`src/hw/prv_cfg.svh`:
```
`ifndef PRV_CFG_SVH
`define PRV_CFG_SVH

// Data word width of the RV32 core
`define PRV_XLEN 32

// CSR address field width, fixed by the ISA
`define PRV_CSR_ADR_W 12

// Trap vector base after reset, direct mode only
`define PRV_MTVEC_RESET 32'h0000_0100

// mstatus after reset, interrupts globally disabled
`define PRV_MSTATUS_RESET 32'h0000_0000

// Bit positions of the machine interrupt sources in mie and mip
`define PRV_MSI_BIT 3
`define PRV_MTI_BIT 7
`define PRV_MEI_BIT 11
`endif

```
`src/hw/rv32_trap_pkg.sv`:
```
`default_nettype none
`include "prv_cfg.svh"

package rv32_trap_pkg;

  // Synchronous exception causes, standard RV32 codes
  typedef enum logic [`PRV_XLEN-2:0] {
    INSN_MAL     = 31'd0,   // Misaligned fetch
    INSN_FAULT   = 31'd1,   // Fetch access fault
    ILLEGAL_INSN = 31'd2,
    BREAKPOINT   = 31'd3,
    L_ADDR_MAL   = 31'd4,   // Misaligned load
    L_FAULT      = 31'd5,   // Load access fault
    S_ADDR_MAL   = 31'd6,   // Misaligned store
    S_FAULT      = 31'd7,   // Store access fault
    ENV_CALL_M   = 31'd11   // ecall from machine mode
  } ex_code_t;

  // Machine interrupt causes
  typedef enum logic [`PRV_XLEN-2:0] {
    SOFT_INT  = 31'd3,
    TIMER_INT = 31'd7,
    EXT_INT   = 31'd11
  } int_code_t;

  // mcause cause field, meaning picked by the interrupt bit
  typedef union packed {
    ex_code_t  ex;          // Interrupt bit clear
    int_code_t intr;        // Interrupt bit set
  } cause_u;

  // Exception flags from the pipeline stages
  typedef struct packed {
    logic mal_insn;
    logic fault_insn;
    logic illegal_insn;
    logic breakpoint;
    logic env_m;
    logic mal_l;
    logic fault_l;
    logic mal_s;
    logic fault_s;
  } trap_req_t;

  // Interrupt request lines
  typedef struct packed {
    logic timer_int;
    logic soft_int;
    logic ext_int;
    logic clear_timer_int;  // Timer acknowledge, beats timer_int
  } irq_lines_t;

  // Pipeline status seen by the trap unit
  typedef struct packed {
    logic                 pipe_clear;  // Pipeline drained after redirect
    logic                 ret;         // mret retired
    logic [`PRV_XLEN-1:0] epc;         // PC of the trapping instruction
    logic [`PRV_XLEN-1:0] badaddr;     // Faulting address or instruction
  } pipe_status_t;

endpackage
`default_nettype wire

```
`src/hw/machine_csr_pkg.sv`:
```
`default_nettype none
`include "prv_cfg.svh"

package machine_csr_pkg;

  // Simplified mstatus, only the global interrupt enable
  typedef struct packed {
    logic [`PRV_XLEN-2:0] zero;   // Reads as zero
    logic                 ie;
  } mstatus_t;

  // Interrupt enables
  typedef struct packed {
    logic [19:0] zero_hi;
    logic        meie;            // Bit 11
    logic [2:0]  zero_ext;
    logic        mtie;            // Bit 7
    logic [2:0]  zero_tim;
    logic        msie;            // Bit 3
    logic [2:0]  zero_lo;
  } mie_t;

  // Interrupt pending bits, same layout as mie
  typedef struct packed {
    logic [19:0] zero_hi;
    logic        meip;
    logic [2:0]  zero_ext;
    logic        mtip;
    logic [2:0]  zero_tim;
    logic        msip;
    logic [2:0]  zero_lo;
  } mip_t;

  // Trap cause register
  typedef struct packed {
    logic                  interrupt;  // Bit 31
    rv32_trap_pkg::cause_u cause;
  } mcause_t;

  // CSR view used by the trap control
  typedef struct packed {
    mstatus_t mstatus;
    mie_t     mie;
    mip_t     mip;
  } trap_csr_t;

  // Hardware update strobes and next values
  typedef struct packed {
    logic                 mstatus_rup;
    mstatus_t             mstatus_next;
    logic                 mip_rup;
    mip_t                 mip_next;
    logic                 mepc_rup;
    logic [`PRV_XLEN-1:0] mepc_next;
    logic                 mcause_rup;
    mcause_t              mcause_next;
    logic                 mbadaddr_rup;
    logic [`PRV_XLEN-1:0] mbadaddr_next;
  } trap_upd_t;

  // CSR addresses
  localparam logic [`PRV_CSR_ADR_W-1:0] MSTATUS  = 12'h300;
  localparam logic [`PRV_CSR_ADR_W-1:0] MIE      = 12'h304;
  localparam logic [`PRV_CSR_ADR_W-1:0] MTVEC    = 12'h305;
  localparam logic [`PRV_CSR_ADR_W-1:0] MEPC     = 12'h341;
  localparam logic [`PRV_CSR_ADR_W-1:0] MCAUSE   = 12'h342;
  localparam logic [`PRV_CSR_ADR_W-1:0] MBADADDR = 12'h343;
  localparam logic [`PRV_CSR_ADR_W-1:0] MIP      = 12'h344;

  // Wishbone classic request, master to slave
  typedef struct packed {
    logic                      cyc;
    logic                      stb;
    logic                      we;
    logic [`PRV_CSR_ADR_W-1:0] adr;
    logic [`PRV_XLEN-1:0]      dat;
  } wb_req_t;

  // Wishbone classic response
  typedef struct packed {
    logic                 ack;
    logic [`PRV_XLEN-1:0] dat;
  } wb_rsp_t;

endpackage
`default_nettype wire

```
`src/hw/machine_csr_file.sv`:
```
`default_nettype none
`timescale 1ns/100ps
`include "prv_cfg.svh"

module machine_csr_file (
  input  logic                        CLK,
  input  logic                        nRST,
  input  machine_csr_pkg::wb_req_t    wb_i,
  output machine_csr_pkg::wb_rsp_t    wb_o,
  input  machine_csr_pkg::trap_upd_t  upd,
  output machine_csr_pkg::trap_csr_t  csr,
  output logic [`PRV_XLEN-1:0]        mtvec
);

  machine_csr_pkg::mstatus_t mstatus_q;
  machine_csr_pkg::mie_t     mie_q;
  machine_csr_pkg::mip_t     mip_q;
  logic [`PRV_XLEN-1:0]      mtvec_q;
  logic [`PRV_XLEN-1:0]      mepc_q;
  machine_csr_pkg::mcause_t  mcause_q;
  logic [`PRV_XLEN-1:0]      mbadaddr_q;

  logic                      ack_q;     // One cycle ack
  logic [`PRV_XLEN-1:0]      rdat_q;    // Read data, valid with ack
  logic [`PRV_XLEN-1:0]      rdat_mux;
  logic                      bus_req;   // New transfer this cycle
  logic                      wr_en;
  logic                      sel_mstatus, sel_mie, sel_mip, sel_mtvec;
  logic                      sel_mepc, sel_mcause, sel_mbadaddr;

  // Keep only the global enable
  function automatic machine_csr_pkg::mstatus_t mstatus_wr(input logic [`PRV_XLEN-1:0] d);
    machine_csr_pkg::mstatus_t m;
    m    = '0;
    m.ie = d[0];
    return m;
  endfunction

  // Keep only the three machine enables
  function automatic machine_csr_pkg::mie_t mie_wr(input logic [`PRV_XLEN-1:0] d);
    machine_csr_pkg::mie_t m;
    m      = '0;
    m.msie = d[`PRV_MSI_BIT];
    m.mtie = d[`PRV_MTI_BIT];
    m.meie = d[`PRV_MEI_BIT];
    return m;
  endfunction

  // Transfer starts on cyc and stb, not again while acking
  assign bus_req = wb_i.cyc & wb_i.stb & ~ack_q;
  assign wr_en   = bus_req & wb_i.we;

  // Address decode
  assign sel_mstatus  = (wb_i.adr == machine_csr_pkg::MSTATUS);
  assign sel_mie      = (wb_i.adr == machine_csr_pkg::MIE);
  assign sel_mip      = (wb_i.adr == machine_csr_pkg::MIP);
  assign sel_mtvec    = (wb_i.adr == machine_csr_pkg::MTVEC);
  assign sel_mepc     = (wb_i.adr == machine_csr_pkg::MEPC);
  assign sel_mcause   = (wb_i.adr == machine_csr_pkg::MCAUSE);
  assign sel_mbadaddr = (wb_i.adr == machine_csr_pkg::MBADADDR);

  // Read mux, unknown addresses give zero
  always_comb begin
    rdat_mux = '0;
    if (sel_mstatus)  rdat_mux = mstatus_q;
    if (sel_mie)      rdat_mux = mie_q;
    if (sel_mip)      rdat_mux = mip_q;
    if (sel_mtvec)    rdat_mux = mtvec_q;
    if (sel_mepc)     rdat_mux = mepc_q;
    if (sel_mcause)   rdat_mux = mcause_q;
    if (sel_mbadaddr) rdat_mux = mbadaddr_q;
  end

  // Ack at the first edge after the request, gone the next
  always_ff @(posedge CLK, negedge nRST) begin
    if (!nRST)
      ack_q <= 1'b0;
    else
      ack_q <= bus_req;
  end

  always_ff @(posedge CLK) begin
    if (bus_req)
      rdat_q <= rdat_mux;           // Captured with the ack edge
  end

  assign wb_o = '{ack: ack_q, dat: rdat_q};

  // Trap registers, hardware updates win over bus writes
  always_ff @(posedge CLK, negedge nRST) begin
    if (!nRST) begin
      mstatus_q  <= `PRV_MSTATUS_RESET;
      mie_q      <= '0;
      mip_q      <= '0;
      mtvec_q    <= `PRV_MTVEC_RESET;
      mepc_q     <= '0;
      mcause_q   <= '0;
      mbadaddr_q <= '0;
    end else begin
      if (upd.mstatus_rup)
        mstatus_q <= upd.mstatus_next;
      else if (wr_en && sel_mstatus)
        mstatus_q <= mstatus_wr(wb_i.dat);

      if (wr_en && sel_mie)
        mie_q <= mie_wr(wb_i.dat);  // Software only

      if (upd.mip_rup)
        mip_q <= upd.mip_next;
      else if (wr_en && sel_mip)
        mip_q.msip <= wb_i.dat[`PRV_MSI_BIT];  // Timer and ext bits are hardware owned

      if (wr_en && sel_mtvec)
        mtvec_q <= {wb_i.dat[`PRV_XLEN-1:2], 2'b00};  // Word aligned, direct mode

      if (upd.mepc_rup)
        mepc_q <= upd.mepc_next;
      else if (wr_en && sel_mepc)
        mepc_q <= wb_i.dat;

      if (upd.mcause_rup)
        mcause_q <= upd.mcause_next;
      else if (wr_en && sel_mcause)
        mcause_q <= wb_i.dat;       // Whole word writable

      if (upd.mbadaddr_rup)
        mbadaddr_q <= upd.mbadaddr_next;
      else if (wr_en && sel_mbadaddr)
        mbadaddr_q <= wb_i.dat;
    end
  end

  // View for the trap control
  assign csr = '{mstatus: mstatus_q, mie: mie_q, mip: mip_q};
  assign mtvec = mtvec_q;

endmodule
`default_nettype wire

```
`src/hw/prv_block.sv`:
```
`default_nettype none
`timescale 1ns/100ps

module prv_block (
  input  logic                         CLK,
  input  logic                         nRST,
  input  rv32_trap_pkg::trap_req_t     req,    // Exception flags
  input  rv32_trap_pkg::irq_lines_t    irq,    // Interrupt lines
  input  rv32_trap_pkg::pipe_status_t  pipe,
  input  machine_csr_pkg::wb_req_t     wb_i,   // CSR unit, bus master
  output machine_csr_pkg::wb_rsp_t     wb_o,
  output logic                         intr,   // Redirect to trap vector
  output logic [31:0]                  mtvec   // Trap target
);

  machine_csr_pkg::trap_csr_t csr_view;  // Register file to control
  machine_csr_pkg::trap_upd_t csr_upd;   // Control to register file

  // Trap decision and CSR next values
  prv_control prv_control_i (
    .CLK  (CLK),
    .nRST (nRST),
    .req  (req),
    .irq  (irq),
    .pipe (pipe),
    .csr  (csr_view),
    .upd  (csr_upd),
    .intr (intr)
  );

  // Trap CSRs behind the Wishbone slave
  machine_csr_file machine_csr_file_i (
    .CLK   (CLK),
    .nRST  (nRST),
    .wb_i  (wb_i),
    .wb_o  (wb_o),
    .upd   (csr_upd),
    .csr   (csr_view),
    .mtvec (mtvec)
  );

endmodule
`default_nettype wire

```
`src/hw/prv_control.sv`:
```
`default_nettype none
`timescale 1ns/100ps

module prv_control (
  input  logic                         CLK,
  input  logic                         nRST,
  input  rv32_trap_pkg::trap_req_t     req,
  input  rv32_trap_pkg::irq_lines_t    irq,
  input  rv32_trap_pkg::pipe_status_t  pipe,
  input  machine_csr_pkg::trap_csr_t   csr,
  output machine_csr_pkg::trap_upd_t   upd,
  output logic                         intr
);

  rv32_trap_pkg::ex_code_t  ex_src;     // Winning exception cause
  logic                     exception;  // Any exception flag up
  rv32_trap_pkg::int_code_t intr_src;   // Winning interrupt cause
  logic                     irq_line;   // Any interrupt line up
  logic                     interrupt_fired;
  logic                     interrupt_reg;  // Holds redirect until flush
  logic                     ret_ok;     // mret with no trap pending
  logic                     mtip_act;
  logic                     msip_act;
  logic                     meip_act;

  // Exception priority with loads first and fetch last
  always_comb begin
    exception = 1'b1;
    ex_src    = rv32_trap_pkg::INSN_MAL;
    if (req.fault_l)           ex_src = rv32_trap_pkg::L_FAULT;
    else if (req.mal_l)        ex_src = rv32_trap_pkg::L_ADDR_MAL;
    else if (req.fault_s)      ex_src = rv32_trap_pkg::S_FAULT;
    else if (req.mal_s)        ex_src = rv32_trap_pkg::S_ADDR_MAL;
    else if (req.breakpoint)   ex_src = rv32_trap_pkg::BREAKPOINT;
    else if (req.env_m)        ex_src = rv32_trap_pkg::ENV_CALL_M;
    else if (req.illegal_insn) ex_src = rv32_trap_pkg::ILLEGAL_INSN;
    else if (req.fault_insn)   ex_src = rv32_trap_pkg::INSN_FAULT;
    else if (req.mal_insn)     ex_src = rv32_trap_pkg::INSN_MAL;
    else                       exception = 1'b0;
  end

  // Pending and enabled sources
  assign mtip_act = csr.mip.mtip & csr.mie.mtie;
  assign msip_act = csr.mip.msip & csr.mie.msie;
  assign meip_act = csr.mip.meip & csr.mie.meie;

  // Interrupt cause priority is timer over soft over external
  always_comb begin
    if (mtip_act)      intr_src = rv32_trap_pkg::TIMER_INT;
    else if (msip_act) intr_src = rv32_trap_pkg::SOFT_INT;
    else               intr_src = rv32_trap_pkg::EXT_INT;
  end

  assign interrupt_fired = csr.mstatus.ie & (mtip_act | msip_act | meip_act);

  // Pending bits follow the lines one edge later
  assign irq_line    = irq.timer_int | irq.soft_int | irq.ext_int;
  assign upd.mip_rup = irq_line | irq.clear_timer_int;

  always_comb begin
    upd.mip_next = csr.mip;
    if (irq.timer_int)       upd.mip_next.mtip = 1'b1;
    if (irq.clear_timer_int) upd.mip_next.mtip = 1'b0;  // Clear wins
    if (irq.soft_int)        upd.mip_next.msip = 1'b1;
    if (irq.ext_int)         upd.mip_next.meip = 1'b1;  // Own pending bit
  end

  // Redirect now on exception or while an interrupt waits for the flush
  assign intr = exception | interrupt_reg;

  // Exception beats interrupt in the cause capture
  assign upd.mcause_rup = exception | interrupt_fired;

  always_comb begin
    upd.mcause_next.interrupt = ~exception;
    upd.mcause_next.cause.ex  = ex_src;
    if (!exception)
      upd.mcause_next.cause.intr = intr_src;  // Same word in the interrupt view
  end

  // Global enable drops on a trap and comes back on mret
  assign ret_ok          = pipe.ret & ~interrupt_reg;
  assign upd.mstatus_rup = exception | interrupt_fired | ret_ok;

  always_comb begin
    upd.mstatus_next    = '0;
    upd.mstatus_next.ie = ret_ok & ~(exception | interrupt_fired);  // Only mret sets it
  end

  // Exception PC now and interrupt PC once the pipeline has drained
  assign upd.mepc_rup  = exception | (interrupt_reg & pipe.pipe_clear);
  assign upd.mepc_next = pipe.epc;

  // Faulting address only for address and instruction faults
  assign upd.mbadaddr_rup = (req.mal_l | req.fault_l | req.mal_s | req.fault_s |
                             req.illegal_insn | req.fault_insn | req.mal_insn) &
                            pipe.pipe_clear;
  assign upd.mbadaddr_next = pipe.badaddr;

  // Request held here because ie drops the edge after firing
  always_ff @(posedge CLK, negedge nRST) begin
    if (!nRST)
      interrupt_reg <= 1'b0;
    else if (interrupt_fired)
      interrupt_reg <= 1'b1;        // Set at the edge that takes the trap
    else if (pipe.pipe_clear)
      interrupt_reg <= 1'b0;        // Released by the flush
  end

endmodule
`default_nettype wire

```
`config.mk`:
```
export PLATFORM = sky130hd
export DESIGN_NAME = prv_block
export DESIGN_NICKNAME = d
export VERILOG_FILES = /design/src/hw/rv32_trap_pkg.sv /design/src/hw/machine_csr_pkg.sv /design/src/hw/machine_csr_file.sv /design/src/hw/prv_block.sv /design/src/hw/prv_control.sv
export VERILOG_INCLUDE_DIRS = /design/src /design/src/hw
export SDC_FILE = /design/constraint.sdc
export NUM_CORES = 1
export LEC_CHECK = 0
export ABC_AREA = 1
export BUFFER_PORTS_ARGS = -buffer_cell sky130_fd_sc_hd__buf_2
export CORE_ASPECT_RATIO = 0.9
export CORE_MARGIN = 2
export CORE_UTILIZATION = 58
export CTS_CLUSTER_SIZE = 25
export DETAILED_ROUTE_END_ITERATION = 10
export GPL_ROUTABILITY_DRIVEN = 0
export PLACE_DENSITY = 0.85
export SETUP_SLACK_MARGIN = 0.02
export SLEW_MARGIN = 20
export SYNTH_ARGS = -nofsm -noshare
export SYNTH_HDL_FRONTEND = slang
export SYNTH_SLANG_ARGS = --single-unit
```
`constraint.sdc`:
```
create_clock -name CLK -period 8 [get_ports CLK]
set_input_delay 1.6 -clock CLK [delete_from_list [all_inputs] [get_ports CLK]]
set_output_delay 1.6 -clock CLK [all_outputs]
set_load 0.01 [all_outputs]
```
==> results of run 1 <==
-- stage by stage --
| step | worst slack (ns) | total power, µW |
|---|---|---|
| floorplan | 3.51 | 995 |
| global placement | 3.66 | 1060 |
| detailed placement | 3.59 | 1070 |
| CTS | 3.98 | 1910 |
| global route | 3.72 | 1970 |
| finish | 3.97 | 1910 |
-- layout make-up --
| cell class | instances | area (µm²) |
|---|---|---|
| multi-input cells | 537 | 2990 |
| fillers | 1098 | 4140 |
| repair buffers | 197 | 1010 |
| well taps | 193 | 241 |
| flip-flops and latches | 167 | 4340 |
| inverters | 150 | 564 |
| clock inverters | 9 | 120 |
| clock buffers | 23 | 498 |
-- worst paths after layout --
kind	startpoint	end	depth (start not counted)
setup / recovery	req[1]	intr	8
min in group asynchronous	nRST	machine_csr_file_i.mbadaddr_q[9]$_DFFE_PN0P_	1
setup reg to reg	machine_csr_file_i.ack_q$_DFF_PN0_	machine_csr_file_i.mcause_q[1]$_DFFE_PN0P_	9
hold / removal	machine_csr_file_i.mtvec[8]$_DFFE_PN1P_	machine_csr_file_i.mtvec[8]$_DFFE_PN1P_	2
max in group asynchronous	nRST	machine_csr_file_i.mbadaddr_q[12]$_DFFE_PN0P_	2
hold reg to reg	machine_csr_file_i.mtvec[8]$_DFFE_PN1P_	machine_csr_file_i.mtvec[8]$_DFFE_PN1P_	2
-- cells by family (layout without fill, tap and decap cells) --
kind of cell,Yosys count,count (layout),synth area share (%)
other,1,2,0.0459
AO/OA/AOI/OAI,271,271,22.3
AND/OR/NAND/NOR,264,264,14.0
flip-flops,167,167,53.1
buffers and inverters,206,379,10.5
-- worst register-to-register path, delay by kind of cell (launching register included) --
| kind | cells | cell delay [ns] |
|---|---|---|
| AO/OA/AOI/OAI | 1 | 0.08 |
| flip-flops | 1 | 0.40 |
| AND/OR/NAND/NOR | 5 | 1.48 |
| buffers and inverters | 3 | 0.87 |
-- layer usage --
metal	wire length, µm	share of wire [%]	track usage, %	vias to the layer above
met4	455	2.1	10.4	0
li1	-	-	-	3398
met3	2000	9.1	6.64	42
met5	0	0	0	-
met2	10300	47	49.7	392
met1	9320	42	41.2	3433
-- cell usage after synthesis (all sizes together) (3+ instances only) --
library cell / instances / area share, %
nand2: 175 / 8.3
inv: 148 / 6.8
dfrtp: 134 / 41
o21ai: 110 / 6.9
o211ai: 57 / 5.2
nand3: 41 / 2.7
nor2: 40 / 2.3
buf: 34 / 2.6
a21oi: 33 / 2.0
edfxtp: 32 / 12
o221ai: 31 / 3.3
o22ai: 27 / 3.6
clkbuf: 22 / 1.0
a31oi: 6 / 0.46
o21bai: 3 / 0.28
-- report_power, final --
| group | internal [µW] | switching [µW] | leakage (µW) | total [µW] |
|---|---|---|---|---|
| logic | 52.6 | 91.6 | 0.00239 | 144 |
| registers | 898 | 10.9 | 0.00205 | 909 |
| clock network | 529 | 324 | 0.000304 | 853 |
==> metrics.txt, run 1 <==
Final setup viols=0; CP Buf/Inv Count=4; Async S/R FF share, synth=between 80% and 90%; die height=about 120 µm; Setup Skew=0.0103 ns; Slew Limit Fails=0; vias per cell=~5.7; most frequent cells in the layout=buf_2, nand2_1, inv_1, dfrtp_1, o21ai_0; Peak VDD IR=about 0.17 mV; Tot GR Track Use=30.5%; DRT antenna net count=0; synth warn=0; fmax=approximately 0.25 GHz; top_reg_cell synth=dfrtp_1; power density over the cells=195 nW/µm²; cell row count=41; vias in the first global route=between 6000 and 7000; Nets=1198; design area=around 10000 µm²; cell family with most CP delay=buffers and inverters; Yosys reg bits=167; Routed Wire Length=about 22000 µm; Final period util=around half; Setup TNS=0 ns; CP max FO=4; post-route minimum period=4.03 ns; Post-CTS Hold Buffers=0; most common cell after layout, fill and taps aside=buf_2; Clk Latency, worst-skew pair=~0.43 ns; Crit Path Class=input pin to primary output; Die Area=between 15000 and 20000 µm²; first-pass GRT wire length=around 35000 µm; Placed Instances=around 1200; Final Hold Viols=0; unrepaired setup endpoints after global routing=false; FF-to-FF setup slack=5.01 ns; Cell variety after synth=42; first-pass detailed-route iteration total=7; Slew Limit Headroom=around 27%; drt wl/cell=between 15 and 20 µm; share of cells above drive strength 1=between 20% and 30%; I/O pin total=194; max-cap viol count=0; Num CTS Buffers=17; Core ar.=around 14000 µm²; post-CTS setup buffers=0; PortBufs=191; non-filler cells, final=roughly 1300; DP Wirelength=roughly 14000 µm; CTS sink count=approximately 170; Max stage delay cell, worst path=buf_2; Layout Area Growth over Synthesis=19.5%; routed vias=approximately 7300; post-layout util=approximately 70%; WP data arrival=~2.4 ns; status=completed; Post-Synthesis Cells=between 900 and 1000; CP Cell Sequence=buf_2, nor2_1, nand2_1, inv_2, nand3_2, inv_2, nand2_1, buf_2; Longest Clk Path Bufs=2; placed cell area=around 9100 µm²; Avg Inst Size Synth=8.99 µm²; crit end category=primary output; post-cts sizing count=0; TritonCTS clock tree=done; hold slack=about 0.49 ns; synthesized area=8170 µm²; CP Launch Type=input pin; worst-margin pin slew=between 1 and 1.5 ns; initial antenna violation count=0; Critical Path RT=around 6.4 ns; die width=129 µm; largest net degree at the start of global routing=74; Crit path largest cell delay=between 0.1 and 0.15 ns; initial core utilization=58.8%; P_leak=0.00474 µW; Post-synth EDFFs=32; clk root buf=clkbuf_16; post-synthesis sequential area ratio=53.1%; H-tree depth=4; DRC=0; total grt overflow=0; 1st-iter DRT viols=782; diode count=0; Reg clk slew, reported paths=around 0.06 ns; Hold WC Path Type=flip-flop to flip-flop
Power figures use the tool's default switching activity.
==> run 2, diff against run 1 <==
CORE_UTILIZATION = 49   (was 58)
PLACE_DENSITY = 0.77   (was 0.85)
clock period = 3.54 ns   (was 8 ns; I/O delays follow)
==> run 2 against run 1 <==
Effect of this change:
- the run now ends with design-rule violations left
- die area grew 18%
- clock-buffer cell count shrank 4
- critical path depth grew 2
- first-iteration DRC count shrank 19%
- power grew 130%
- non-clock buffer count grew 9
- via count shrank 0.14%
- core utilization shrank 9.2 points
- sequential share of layout area shrank 0.69 points
- largest cell class unchanged
- clock skew shrank 0.0037 ns
- sequential power grew 130%
==> metrics.txt, run 2 (synthesized netlist as in run 1, its figures left out) <==
status=finished with violations; failing checks=design-rule violations; initial antenna violation count=0 (unchanged); diode count=0 (unchanged); post-layout util=61.1% (-9.2 points); H-tree depth=4 (unchanged); Layout Area Growth over Synthesis=21.4%; Core ar.=16200 µm² (+17%); non-filler cells, final=1299 (+1.8%); DRT antenna net count=0 (unchanged); total grt overflow=0 (unchanged); DRC=13 (+13); Final period util=roughly two thirds; vias per cell=5.59 (-1.9%); Placed Instances=1267 (+1.8%); Peak VDD IR=0.369 mV (+120%); CP max FO=22 (+18); Routed Wire Length=22900 µm (+3.8%); Final Hold Viols=0 (unchanged); Longest Clk Path Bufs=2 (unchanged); Slew Limit Headroom=51.7% (+25 points); Crit Path Class=input pin to flip-flop; WP data arrival=2.47 ns (+0.04 ns); RR Startpoint=machine_csr_file_i.ack_q$_DFF_PN0_; Setup TNS=0 ns (unchanged); RR Endpoint=machine_csr_file_i.mcause_q[28]$_DFFE_PN0P_; vias in the first global route=7261 (+4.4%); drt wl/cell=17.6 µm (+1.9%); most common cell after layout, fill and taps aside=buf_2; I/O pin total=194 (unchanged); CTS sink count=167 (unchanged); Setup Skew=0.00659 ns (-0.00370 ns); die width=140 µm (+8.5%); first-pass GRT wire length=36800 µm (+4.8%); P_leak=0.00479 µW (+1.0%); Nets=1207 (+0.75%); most frequent cells in the layout=buf_2, nand2_1, inv_1, dfrtp_1, o21ai_0; post-CTS setup buffers=0 (unchanged); post-route minimum period=between 2 and 2.5 ns; Die Area=17700 µm² (+18%); crit end category=flip-flop; TritonCTS clock tree=done; share of cells above drive strength 1=26.7% (+0.79 points); clk root buf=clkbuf_16; fmax=about 0.43 GHz; largest net degree at the start of global routing=70 (-5.4%); initial core utilization=50.3% (-8.5 points); max-cap viol count=0 (unchanged); post-cts sizing count=0 (unchanged); DP Wirelength=15400 µm (+10%); first-pass detailed-route iteration total=9 (+2); Num CTS Buffers=17 (unchanged); Tot GR Track Use=26.6% (-3.9 points); Clk Latency, worst-skew pair=0.43 ns (about the same); Final setup viols=0 (unchanged); power density over the cells=448 nW/µm² (+130%); CP Launch Type=input pin; PortBufs=191 (unchanged); Hold WC Path Type=input pin to asynchronous set/reset pin; unrepaired setup endpoints after global routing=false; fill count=1381 (+26%); Critical Path RT=3.70 ns (-2.70 ns); Post-CTS Hold Buffers=0 (unchanged); 1st-iter DRT viols=637 (-19%); FF-to-FF setup slack=1.43 ns (-3.58 ns); routed vias=7255 (-0.14%); Reg clk slew, reported paths=0.07 ns (about the same); Register-to-Register Path Depth=7 (-2); cell row count=44 (+7.3%); Slew Limit Fails=0 (unchanged); die height=126 µm (+8.5%); worst-margin pin slew=0.721 ns (-0.369 ns)
[run 2: how the worst max path moves through the flow]
stage / start / to / slack [ns] / cells past startpoint
3_3_place_gp: wb_i[35] / machine_csr_file_i.mepc_q[16]$_DFFE_PN0P_ / 0.87 / 8
3_5_place_dp: wb_i[43] / machine_csr_file_i.rdat_q[23]$_DFFE_PP_ / 0.78 / 10
4_1_cts: wb_i[43] / machine_csr_file_i.rdat_q[23]$_DFFE_PP_ / 1.23 / 10
2_1_floorplan: wb_i[46] / machine_csr_file_i.mcause_q[1]$_DFFE_PN0P_ / 0.64 / 10
6_report: wb_i[43] / machine_csr_file_i.rdat_q[23]$_DFFE_PP_ / 1.23 / 10
5_1_grt: wb_i[43] / machine_csr_file_i.mepc_q[16]$_DFFE_PN0P_ / 1.04 / 9
[run 2: per-layer routing]
| metal | global-route usage, % | up-vias | part of all wire, % |
|---|---|---|---|
| li1 | - | 3416 | - |
| met1 | 36.2 | 3426 | 43 |
| met2 | 42.8 | 369 | 47 |
| met3 | 5.06 | 44 | 8.5 |
| met4 | 10.1 | 0 | 2.1 |
| met5 | 0 | - | 0 |
[run 2: critical path, cell delays in order]
cell,delay [ns]
buf_2,0.10
nor2_1,0.10
nand2_1,0.09
nor2_4,0.19
nand3_2,0.38
clkinv_1,0.42
buf_12,0.22
a21oi_1,0.06
nand2_1,0.09
o21ai_0,0.09
[run 2: stage by stage]
| stage | total power (µW) | cell area, µm² | setup WS (ns) | hold slack (ns) |
|---|---|---|---|---|
| floorplan | 2250 | 8170 | 0.636 | 0.412 |
| global placement | 2410 | 9260 | 0.870 | 0.470 |
| detailed placement | 2420 | 9260 | 0.778 | 0.478 |
| CTS | 4470 | 9920 | 1.23 | 0.305 |
| global route | 4590 | 9920 | 1.04 | 0.320 |
| finish | 4450 | 9920 | 1.23 | 0.278 |
[run 2: area by class of cell]
class | count | area (µm²) | area share, %
well taps | 207 | 259 | 2.61
clock buffers | 19 | 453 | 4.57
multi-input cells | 537 | 2990 | 30.1
clock inverters | 13 | 201 | 2.03
inverters | 150 | 564 | 5.69
repair buffers | 206 | 1110 | 11.2
flip-flops and latches | 167 | 4340 | 43.8
[run 2: where the power goes]
group / switching, µW / total, µW / internal (µW) / leakage, µW
Combinational: 211 / 332 / 121 / 0.00242
Clock: 774 / 2060 / 1290 / 0.000316
Sequential: 26.8 / 2060 / 2030 / 0.00205
